$ cat src/cache_pkg.sv
`default_nettype none

package cache_pkg;

    // ------------------------------------------------------------------------
    // widths and geometry
    // ------------------------------------------------------------------------

    // processor data word
    localparam int DATA_W = 32;
    // byte address from the processor
    localparam int ADDR_W = 32;
    // word address, byte offset stripped
    localparam int TAG_W  = 30;

    // fully associative, one word per line
    localparam int LINES  = 4;
    localparam int IDX_W  = 2;

    // ------------------------------------------------------------------------
    // shared types
    // ------------------------------------------------------------------------

    typedef logic [DATA_W-1:0] word_t;
    typedef logic [TAG_W-1:0]  tag_t;

    // round-robin replacement pointer
    typedef logic [IDX_W-1:0]  idx_t;

    // request kind as seen by the execute stage
    typedef enum logic [1:0] {
        OP_RD    = 2'd0,
        OP_WR    = 2'd1,
        OP_RD_NC = 2'd2
    } cache_op_e;

endpackage

`default_nettype wire
$ cat src/cache_subsys.sv
`timescale 1ns/1ps
`default_nettype none

module cache_subsys (
    input  wire logic                 clk_i,
    input  wire logic                 rst_i,
    // processor side
    input  wire logic                 cpu_req_i,
    input  wire logic                 cpu_write_i,
    input  wire cache_pkg::word_t     cpu_addr_i,
    input  wire cache_pkg::word_t     cpu_wdata_i,
    input  wire logic                 cache_enable_i,
    output logic                      cpu_ack_o,
    output cache_pkg::word_t          cpu_rdata_o,
    output logic                      cpu_hit_o,
    // backing memory side
    output logic                      mem_req_o,
    output logic                      mem_write_o,
    output cache_pkg::word_t          mem_addr_o,
    output cache_pkg::word_t          mem_wdata_o,
    input  wire logic                 mem_ack_i,
    input  wire cache_pkg::word_t     mem_rdata_i
);
    import cache_pkg::*;

    // decode to execute
    logic      dec_valid;
    cache_op_e dec_op;
    tag_t      dec_tag;
    word_t     dec_addr;
    word_t     dec_wdata;
    logic      dec_cached;
    logic      dec_done;

    // tag store
    logic      hit;
    word_t     hit_data;
    logic      fill_en;
    word_t     fill_data;
    logic      upd_en;
    word_t     upd_data;

    // memory port
    logic      mp_start;
    logic      mp_write;
    word_t     mp_addr;
    word_t     mp_wdata;
    logic      mp_done;
    word_t     mp_rdata;

    cache_req_decode u_decode (
        .clk_i          (clk_i),
        .rst_i          (rst_i),
        .cpu_req_i      (cpu_req_i),
        .cpu_write_i    (cpu_write_i),
        .cpu_addr_i     (cpu_addr_i),
        .cpu_wdata_i    (cpu_wdata_i),
        .cache_enable_i (cache_enable_i),
        .dec_done_i     (dec_done),
        .dec_valid_o    (dec_valid),
        .dec_op_o       (dec_op),
        .dec_tag_o      (dec_tag),
        .dec_addr_o     (dec_addr),
        .dec_wdata_o    (dec_wdata),
        .dec_cached_o   (dec_cached)
    );

    cache_ctrl u_ctrl (
        .clk_i        (clk_i),
        .rst_i        (rst_i),
        .dec_valid_i  (dec_valid),
        .dec_op_i     (dec_op),
        .dec_addr_i   (dec_addr),
        .dec_wdata_i  (dec_wdata),
        .dec_cached_i (dec_cached),
        .dec_done_o   (dec_done),
        .hit_i        (hit),
        .hit_data_i   (hit_data),
        .fill_en_o    (fill_en),
        .fill_data_o  (fill_data),
        .upd_en_o     (upd_en),
        .upd_data_o   (upd_data),
        .mp_start_o   (mp_start),
        .mp_write_o   (mp_write),
        .mp_addr_o    (mp_addr),
        .mp_wdata_o   (mp_wdata),
        .mp_done_i    (mp_done),
        .mp_rdata_i   (mp_rdata),
        .cpu_req_i    (cpu_req_i),
        .cpu_ack_o    (cpu_ack_o),
        .cpu_rdata_o  (cpu_rdata_o),
        .cpu_hit_o    (cpu_hit_o)
    );

    // lookup runs straight off the decoded tag
    cacheline u_cacheline (
        .clk_i        (clk_i),
        .rst_i        (rst_i),
        .lookup_tag_i (dec_tag),
        .hit_o        (hit),
        .hit_data_o   (hit_data),
        .fill_en_i    (fill_en),
        .fill_data_i  (fill_data),
        .upd_en_i     (upd_en),
        .upd_data_i   (upd_data)
    );

    cache_mem_port u_mem_port (
        .clk_i       (clk_i),
        .rst_i       (rst_i),
        .mp_start_i  (mp_start),
        .mp_write_i  (mp_write),
        .mp_addr_i   (mp_addr),
        .mp_wdata_i  (mp_wdata),
        .mp_done_o   (mp_done),
        .mp_rdata_o  (mp_rdata),
        .mem_req_o   (mem_req_o),
        .mem_write_o (mem_write_o),
        .mem_addr_o  (mem_addr_o),
        .mem_wdata_o (mem_wdata_o),
        .mem_ack_i   (mem_ack_i),
        .mem_rdata_i (mem_rdata_i)
    );

endmodule

`default_nettype wire

$ cat src/cache_mem_port.sv
`timescale 1ns/1ps
`default_nettype none

module cache_mem_port (
    input  wire logic                 clk_i,
    input  wire logic                 rst_i,
    input  wire logic                 mp_start_i,
    input  wire logic                 mp_write_i,
    input  wire cache_pkg::word_t     mp_addr_i,
    input  wire cache_pkg::word_t     mp_wdata_i,
    output logic                      mp_done_o,
    output cache_pkg::word_t          mp_rdata_o,
    output logic                      mem_req_o,
    output logic                      mem_write_o,
    output cache_pkg::word_t          mem_addr_o,
    output cache_pkg::word_t          mem_wdata_o,
    input  wire logic                 mem_ack_i,
    input  wire cache_pkg::word_t     mem_rdata_i
);

    typedef enum logic [1:0] {
        P_IDLE,
        P_REQ,
        P_DROP
    } port_state_e;

    port_state_e state_q;

    // ------------------------------------------------------------------------
    // four-phase master
    // ------------------------------------------------------------------------

    always_ff @(posedge clk_i) begin
        if (rst_i) begin
            state_q   <= P_IDLE;
            mem_req_o <= 1'b0;
            mp_done_o <= 1'b0;
        end else begin
            mp_done_o <= 1'b0;
            case (state_q)
                P_IDLE: begin
                    if (mp_start_i) begin
                        state_q   <= P_REQ;
                        mem_req_o <= 1'b1;
                    end
                end
                // phase 2, slave acknowledged
                P_REQ: begin
                    if (mem_ack_i) begin
                        state_q   <= P_DROP;
                        mem_req_o <= 1'b0;
                        mp_done_o <= 1'b1;
                    end
                end
                // phase 4, no new start until ack is gone
                P_DROP: begin
                    if (!mem_ack_i) begin
                        state_q <= P_IDLE;
                    end
                end
                default: state_q <= P_IDLE;
            endcase
        end
    end

    // ------------------------------------------------------------------------
    // request fields and returned word
    // ------------------------------------------------------------------------

    always_ff @(posedge clk_i) begin
        if (state_q == P_IDLE && mp_start_i) begin
            mem_write_o <= mp_write_i;
            mem_addr_o  <= mp_addr_i;
            mem_wdata_o <= mp_wdata_i;
        end
        // rdata only valid while ack is high
        if (state_q == P_REQ && mem_ack_i) begin
            mp_rdata_o <= mem_rdata_i;
        end
    end

endmodule

`default_nettype wire

$ cat src/cache_ctrl.sv
`timescale 1ns/1ps
`default_nettype none

module cache_ctrl (
    input  wire logic                 clk_i,
    input  wire logic                 rst_i,
    input  wire logic                 dec_valid_i,
    input  wire cache_pkg::cache_op_e dec_op_i,
    input  wire cache_pkg::word_t     dec_addr_i,
    input  wire cache_pkg::word_t     dec_wdata_i,
    input  wire logic                 dec_cached_i,
    output logic                      dec_done_o,
    input  wire logic                 hit_i,
    input  wire cache_pkg::word_t     hit_data_i,
    output logic                      fill_en_o,
    output cache_pkg::word_t          fill_data_o,
    output logic                      upd_en_o,
    output cache_pkg::word_t          upd_data_o,
    output logic                      mp_start_o,
    output logic                      mp_write_o,
    output cache_pkg::word_t          mp_addr_o,
    output cache_pkg::word_t          mp_wdata_o,
    input  wire logic                 mp_done_i,
    input  wire cache_pkg::word_t     mp_rdata_i,
    input  wire logic                 cpu_req_i,
    output logic                      cpu_ack_o,
    output cache_pkg::word_t          cpu_rdata_o,
    output logic                      cpu_hit_o
);
    import cache_pkg::*;

    typedef enum logic [1:0] {
        S_IDLE,
        S_DISPATCH,
        S_MEM,
        S_ACK
    } ctrl_state_e;

    ctrl_state_e state_q;

    // lookup result registered on accept
    logic  hit_q;
    word_t line_q;
    logic  is_wr;
    logic  rd_hit;
    logic  mem_end;

    assign is_wr   = (dec_op_i == OP_WR);
    assign rd_hit  = (dec_op_i == OP_RD) && hit_q;
    assign mem_end = (state_q == S_MEM) && mp_done_i;

    // ------------------------------------------------------------------------
    // sequencer
    // ------------------------------------------------------------------------

    always_ff @(posedge clk_i) begin
        if (rst_i) begin
            state_q   <= S_IDLE;
            cpu_ack_o <= 1'b0;
        end else begin
            case (state_q)
                S_IDLE: begin
                    if (dec_valid_i) begin
                        state_q <= S_DISPATCH;
                    end
                end
                S_DISPATCH: begin
                    if (rd_hit) begin
                        state_q   <= S_ACK;
                        cpu_ack_o <= 1'b1;
                    end else begin
                        state_q <= S_MEM;
                    end
                end
                // fill or update happens on the same edge
                S_MEM: begin
                    if (mp_done_i) begin
                        state_q   <= S_ACK;
                        cpu_ack_o <= 1'b1;
                    end
                end
                S_ACK: begin
                    if (!cpu_req_i) begin
                        state_q   <= S_IDLE;
                        cpu_ack_o <= 1'b0;
                    end
                end
                default: state_q <= S_IDLE;
            endcase
        end
    end

    // lookup capture and response payload
    always_ff @(posedge clk_i) begin
        if (state_q == S_IDLE && dec_valid_i) begin
            hit_q  <= hit_i;
            line_q <= hit_data_i;
        end
        if (state_q == S_DISPATCH && rd_hit) begin
            cpu_rdata_o <= line_q;
            cpu_hit_o   <= 1'b1;
        end else if (mem_end) begin
            // writes echo the stored word back
            cpu_rdata_o <= is_wr ? dec_wdata_i : mp_rdata_i;
            cpu_hit_o   <= is_wr && dec_cached_i && hit_q;
        end
    end

    // ------------------------------------------------------------------------
    // cacheline and memory port controls
    // ------------------------------------------------------------------------

    // refill on a cached miss of either kind
    assign fill_en_o   = mem_end && dec_cached_i && !hit_q && (dec_op_i != OP_RD_NC);
    assign fill_data_o = is_wr ? dec_wdata_i : mp_rdata_i;

    assign upd_en_o    = mem_end && is_wr && dec_cached_i && hit_q;
    assign upd_data_o  = dec_wdata_i;

    // level request, the port ignores it while busy
    assign mp_start_o  = (state_q == S_MEM);
    assign mp_write_o  = is_wr;
    assign mp_addr_o   = dec_addr_i;
    assign mp_wdata_o  = dec_wdata_i;

    assign dec_done_o  = (state_q == S_ACK) && !cpu_req_i;

endmodule

`default_nettype wire

$ cat src/cacheline.sv
`timescale 1ns/1ps
`default_nettype none

module cacheline (
    input  wire logic                 clk_i,
    input  wire logic                 rst_i,
    input  wire cache_pkg::tag_t      lookup_tag_i,
    output logic                      hit_o,
    output cache_pkg::word_t          hit_data_o,
    input  wire logic                 fill_en_i,
    input  wire cache_pkg::word_t     fill_data_i,
    input  wire logic                 upd_en_i,
    input  wire cache_pkg::word_t     upd_data_i
);
    import cache_pkg::*;

    // ------------------------------------------------------------------------
    // line storage
    // ------------------------------------------------------------------------

    tag_t  tag_q   [LINES];
    word_t data_q  [LINES];
    logic  valid_q [LINES];

    // next line to replace
    idx_t  fifo_ptr_q;

    logic [LINES-1:0] match;

    // ------------------------------------------------------------------------
    // lookup
    // ------------------------------------------------------------------------

    // all lines compared in parallel, valid required
    always_comb begin
        for (int i = 0; i < LINES; i++) begin
            match[i] = valid_q[i] && (tag_q[i] == lookup_tag_i);
        end
    end

    assign hit_o = |match;

    // at most one line can match, so an and-or select is enough
    always_comb begin
        hit_data_o = '0;
        for (int i = 0; i < LINES; i++) begin
            if (match[i]) begin
                hit_data_o = hit_data_o | data_q[i];
            end
        end
    end

    // ------------------------------------------------------------------------
    // allocation and update
    // ------------------------------------------------------------------------

    // valid bits and replacement pointer
    always_ff @(posedge clk_i) begin
        if (rst_i) begin
            fifo_ptr_q <= '0;
            for (int i = 0; i < LINES; i++) begin
                valid_q[i] <= 1'b0;
            end
        end else if (fill_en_i) begin
            valid_q[fifo_ptr_q] <= 1'b1;
            fifo_ptr_q          <= fifo_ptr_q + 1'b1;
        end
    end

    // tag and data arrays
    always_ff @(posedge clk_i) begin
        if (fill_en_i) begin
            tag_q[fifo_ptr_q]  <= lookup_tag_i;
            data_q[fifo_ptr_q] <= fill_data_i;
        end else if (upd_en_i) begin
            // write hit, rewrite the matching word in place
            for (int i = 0; i < LINES; i++) begin
                if (match[i]) begin
                    data_q[i] <= upd_data_i;
                end
            end
        end
    end

endmodule

`default_nettype wire

$ cat src/cache_req_decode.sv
`timescale 1ns/1ps
`default_nettype none

module cache_req_decode (
    input  wire logic                 clk_i,
    input  wire logic                 rst_i,
    input  wire logic                 cpu_req_i,
    input  wire logic                 cpu_write_i,
    input  wire cache_pkg::word_t     cpu_addr_i,
    input  wire cache_pkg::word_t     cpu_wdata_i,
    input  wire logic                 cache_enable_i,
    input  wire logic                 dec_done_i,
    output logic                      dec_valid_o,
    output cache_pkg::cache_op_e      dec_op_o,
    output cache_pkg::tag_t           dec_tag_o,
    output cache_pkg::word_t          dec_addr_o,
    output cache_pkg::word_t          dec_wdata_o,
    output logic                      dec_cached_o
);
    import cache_pkg::*;

    typedef enum logic [1:0] {
        D_IDLE,
        D_BUSY,
        D_RELEASE
    } dec_state_e;

    dec_state_e state_q;

    // handshake tracking
    always_ff @(posedge clk_i) begin
        if (rst_i) begin
            state_q <= D_IDLE;
        end else begin
            case (state_q)
                D_IDLE: begin
                    if (cpu_req_i) begin
                        state_q <= D_BUSY;
                    end
                end
                D_BUSY: begin
                    if (dec_done_i) begin
                        state_q <= D_RELEASE;
                    end
                end
                // req must go low before the next capture
                D_RELEASE: begin
                    if (!cpu_req_i) begin
                        state_q <= D_IDLE;
                    end
                end
                default: state_q <= D_IDLE;
            endcase
        end
    end

    // request fields, held until the controller is done
    always_ff @(posedge clk_i) begin
        if (state_q == D_IDLE && cpu_req_i) begin
            if (cpu_write_i) begin
                dec_op_o <= OP_WR;
            end else if (cache_enable_i) begin
                dec_op_o <= OP_RD;
            end else begin
                dec_op_o <= OP_RD_NC;
            end
            dec_tag_o    <= cpu_addr_i[ADDR_W-1:ADDR_W-TAG_W];
            dec_addr_o   <= cpu_addr_i;
            dec_wdata_o  <= cpu_wdata_i;
            dec_cached_o <= cache_enable_i;
        end
    end

    assign dec_valid_o = (state_q == D_BUSY);

endmodule

`default_nettype wire

$ cat config.mk
export PLATFORM = sky130hd
export DESIGN_NAME = cache_subsys
export DESIGN_NICKNAME = d
export VERILOG_FILES = /design/src/cache_pkg.sv /design/src/cache_subsys.sv /design/src/cache_mem_port.sv /design/src/cache_ctrl.sv /design/src/cacheline.sv /design/src/cache_req_decode.sv
export SDC_FILE = /design/constraint.sdc
export NUM_CORES = 1
export LEC_CHECK = 0
export BUFFER_PORTS_ARGS = -buffer_cell sky130_fd_sc_hd__buf_2
export CAP_MARGIN = 25
export CORE_ASPECT_RATIO = 1.2
export CORE_UTILIZATION = 60
export CTS_BUF_LIST = sky130_fd_sc_hd__clkbuf_4
export CTS_CLUSTER_SIZE = 16
export DETAILED_ROUTE_END_ITERATION = 8
export HOLD_SLACK_MARGIN = 0.02
export PLACE_DENSITY = 0.81
export SYNTH_ARGS = -nofsm -noshare
export SYNTH_HDL_FRONTEND = slang
export SYNTH_HIERARCHICAL = 1
export SYNTH_SLANG_ARGS = --single-unit
$ cat constraint.sdc
create_clock -name clk_i -period 15.95 [get_ports clk_i]
set_clock_uncertainty 0.1 [all_clocks]
set_input_delay 2.3925 -clock clk_i [delete_from_list [all_inputs] [get_ports clk_i]]
set_output_delay 2.3925 -clock clk_i [all_outputs]
set_load 0.01 [all_outputs]
==> flow_summary.rst <==
.. list-table::
   :header-rows: 1

   * - Metric
     - Value
   * - Synthesized netlist net count
     - 1310
   * - Die Area
     - 35000 um2
   * - Number of enable flip-flop cells after synthesis
     - 481
   * - Maximum Capacitance Violations
     - 0
   * - Fraction of the yosys area taken by sequential cells
     - 0.715
   * - Post-synth top cells
     - edfxtp_1 (481), mux2_2 (184), buf_4 (129)
   * - Number of vias after detailed routing
     - 10619
   * - Core area
     - around 33000 um2
   * - Worst slew margin
     - 0.291
   * - Tightest Pin Transition
     - 1.06 ns
   * - Final Hold Vio Count
     - 0
   * - Placer congestion estimate
     - about 0.85
   * - Maximum number of pins on one net before global-route repair
     - approximately 70
   * - Finish-stage setup viols
     - 0
   * - Clock latency on the worst-skew pair
     - 0.82 ns
   * - Adder-cell area share of the yosys netlist
     - 0.00548
   * - Root Buffer Master
     - clkbuf_4
   * - Synthesized area
     - slightly above 20000 um2
   * - Maximum clock path buffer count
     - 3
   * - Run status
     - finished, final reports clean
   * - Power per unit of standard cell area
     - between 100 and 150 nW/um2
   * - Design Power
     - 2.81 mW
   * - GR Overflow Total
     - 0
   * - Post-CTS setup buffer count
     - 0
   * - Wire length of the first global-routing pass
     - 62200 um
   * - HPWL after DPL
     - around 23000 um
   * - Area leader, netlist
     - edfxtp_1
   * - Average instance area after synthesis
     - 17.1 um2
   * - Data required time of the worst path
     - 16.24 ns
   * - Final worst-path cycle share
     - 0.276
   * - Unrepaired setup endpoints after global routing
     - false
   * - Combinational family with the most area after synthesis
     - multiplexers
   * - Worst hold path type
     - reg -> reg
   * - Post-synthesis simple-gate area fraction
     - 0.0437
   * - Clk sink count
     - ~490
   * - DRC violation total after the first TritonRoute iteration
     - 872
   * - Die H
     - between 200 and 250 um
   * - Register bit count reported by yosys
     - 493
   * - Number of nets with antenna violations after detailed routing
     - 0
   * - Resize count post-CTS
     - 0
   * - Synth-to-Final Area Change
     - 10.5%
   * - Share of layout cells above drive strength 1
     - 0.418
   * - Kind of end point of the critical path
     - flip-flop
   * - Count of unique library cells instantiated by Yosys
     - 47
   * - IR Drop Worst-Case VDD
     - 0.000113 V
   * - Compound-cell area share of the yosys netlist
     - 0.0219
   * - Crit path arrival time
     - 4.69 ns
   * - DRT Pass-1 Iters
     - 5
   * - Overall global routing resource usage
     - 0.242
   * - Antenna violations before repair
     - 2
   * - Worst path setup slack after routing
     - 11.55 ns
   * - Leading post-synthesis cells by cell area
     - edfxtp_1 (70%), mux2_2 (10%), buf_4 (4.7%)
   * - Post-detailed-routing wire length
     - 41100 um
   * - Hold bufs inserted after CTS
     - 0
   * - Clock tree from TritonCTS
     - yes
   * - Portion of netlist area occupied by mux cells
     - 0.107
   * - Yosys top cell area share
     - 0.703
   * - Minimum setup slack after placement
     - 11.48 ns
   * - Number of placed I/O pins
     - 202
   * - Share of synthesized flip-flops with an asynchronous set or reset
     - 0
   * - Via count of the first global-routing pass
     - between 10000 and 15000
   * - Leakage power total
     - about 8 nW
   * - Count of buffers inserted at the top-level ports
     - 201
   * - Setup TNS Final
     - 0 ns
   * - Residual DRC
     - 0
   * - Type of origin of the critical path
     - flip-flop
   * - Kind of critical path
     - reg -> reg
   * - Register clock-pin slew on the reported worst setup and hold paths
     - 0.07 ns
   * - Critical path peak fanout
     - 37
   * - Mapped Cells
     - 1199
   * - Clock period minus worst slack
     - 4.40 ns
   * - Commonest register cell after synthesis
     - edfxtp_1
   * - Clock buffers created by TritonCTS
     - 117
   * - Fill cell instance count of the final layout
     - roughly 2300
   * - Count of final max-slew check failures
     - 0
   * - Per-cell via count in the routed design
     - 5.54
   * - Final Net Count
     - 1489
   * - CTS HTree Levels
     - 3
   * - Top-count cell post-synth
     - edfxtp_1
   * - Post-detailed-route wirelength per cell
     - 21.5 um
   * - Die extent in x
     - 171 um
   * - Initial core utilization
     - 0.615
   * - Yosys Warn Count
     - 6
   * - Std-Cell Rows
     - 73
   * - Synth Area in XOR/XNOR
     - 0.0520
   * - FMAX
     - around 0.23 GHz
## flip-flops by register name, indices dropped and copies added, names as in the netlist, 4 cells and up
name                    flops
u_ctrl/line_q              32
u_cacheline/data_q        128
u_mem_port/mem_addr_o      32
u_cacheline/tag_q         120
u_cacheline/valid_q         4
u_mem_port/mem_wdata_o     32
u_ctrl/cpu_rdata_o         32
u_decode/dec_wdata_o       32
u_decode/dec_tag_o         30
u_mem_port/mp_rdata_o      32
## layout make-up
class,count,area [um2],share of cell area
Tap cell,450,563,0.0248
Timing Repair Buffer,219,1190,0.0525
Multi-Input combinational cell,539,4770,0.210
Antenna cell,2,5.00,0.000220
Sequential cell,493,14700,0.647
Clock buffer,173,1300,0.0572
Inverter,8,30.0,0.00132
Clock inverter,32,156,0.00689
## report_power, final
group | internal (mW) | leakage [nW] | switching, mW
sequential | 1.53 | 4.49 | 0.0494
combinational | 0.106 | 2.73 | 0.149
clock | 0.497 | 0.864 | 0.484
total | 2.13 | 8.09 | 0.683
## path summary, 6_finish.rpt
kind | start | endpoint | slack, ns | cells past startpoint
worst max-delay path | u_decode/dec_tag_o[5] | u_cacheline/data_q[3][20] | 11.55 | 7
worst min-delay path | u_decode/dec_addr_o[1] | u_mem_port/mem_addr_o[1] | 0.33 | 0
worst max register to register | u_decode/dec_tag_o[5] | u_cacheline/data_q[3][20] | 11.55 | 7
worst min register to register | u_decode/dec_addr_o[1] | u_mem_port/mem_addr_o[1] | 0.33 | 0
## cells by family after synthesis
family / Yosys count
xor gates and xnor gates: 122
DFF: 493
adders and majority gates: 9
muxes: 195
AOI/OAI and AO/OA: 47
and+or+nand+nor: 166
buffers and inverters: 167
## cells in the final DEF (no fill, tap or decap), types with 3 or more instances in the layout
master,n
nand2_1,69
ha_1,9
mux2_1,9
nand2b_1,8
nor2b_1,7
nor3_1,6
nor4_1,16
clkinv_1,22
mux2_2,184
edfxtp_1,481
xor2_1,68
dfxtp_1,12
clkinv_2,3
inv_1,8
buf_12,4
inv_6,3
buf_2,201
clkbuf_4,173
nand2_2,4
a21oi_1,3
nor4_4,4
nand4_1,19
nor2_1,6
buf_4,14
xnor2_1,54
o21a_2,3
a222oi_1,32
and2_1,5
## critical path, stage by stage, from the launching register on
cell and delay (ns):
edfxtp_1 0.56, xor2_1 0.23, nor4_1 0.43, nand4_1 0.25, nor4_4 0.22, buf_4 0.47, nand2_2 0.70, nand2_2 0.99
## layer usage
metal | GRT usage | up-vias | routed length [um]
li1 | - | 4876 | -
met1 | 0.291 | 5251 | 16100
met2 | 0.423 | 423 | 21400
met3 | 0.0533 | 69 | 2650
met4 | 0.0985 | 0 | 947
met5 | 0 | - | 0
## stage by stage
stage               hold slack (ns)  area [um2]  instances   util
CTS                           0.329       22700       1912  0.678
finish                        0.328       22700       1916  0.679
global route                  0.341       22700       1916  0.679
global placement              0.307       21200       1705  0.633
floorplan                     0.359       20500       1199      -
detailed placement            0.307       21200       1707  0.634
Note: power is estimated with default switching activity, not from simulation.
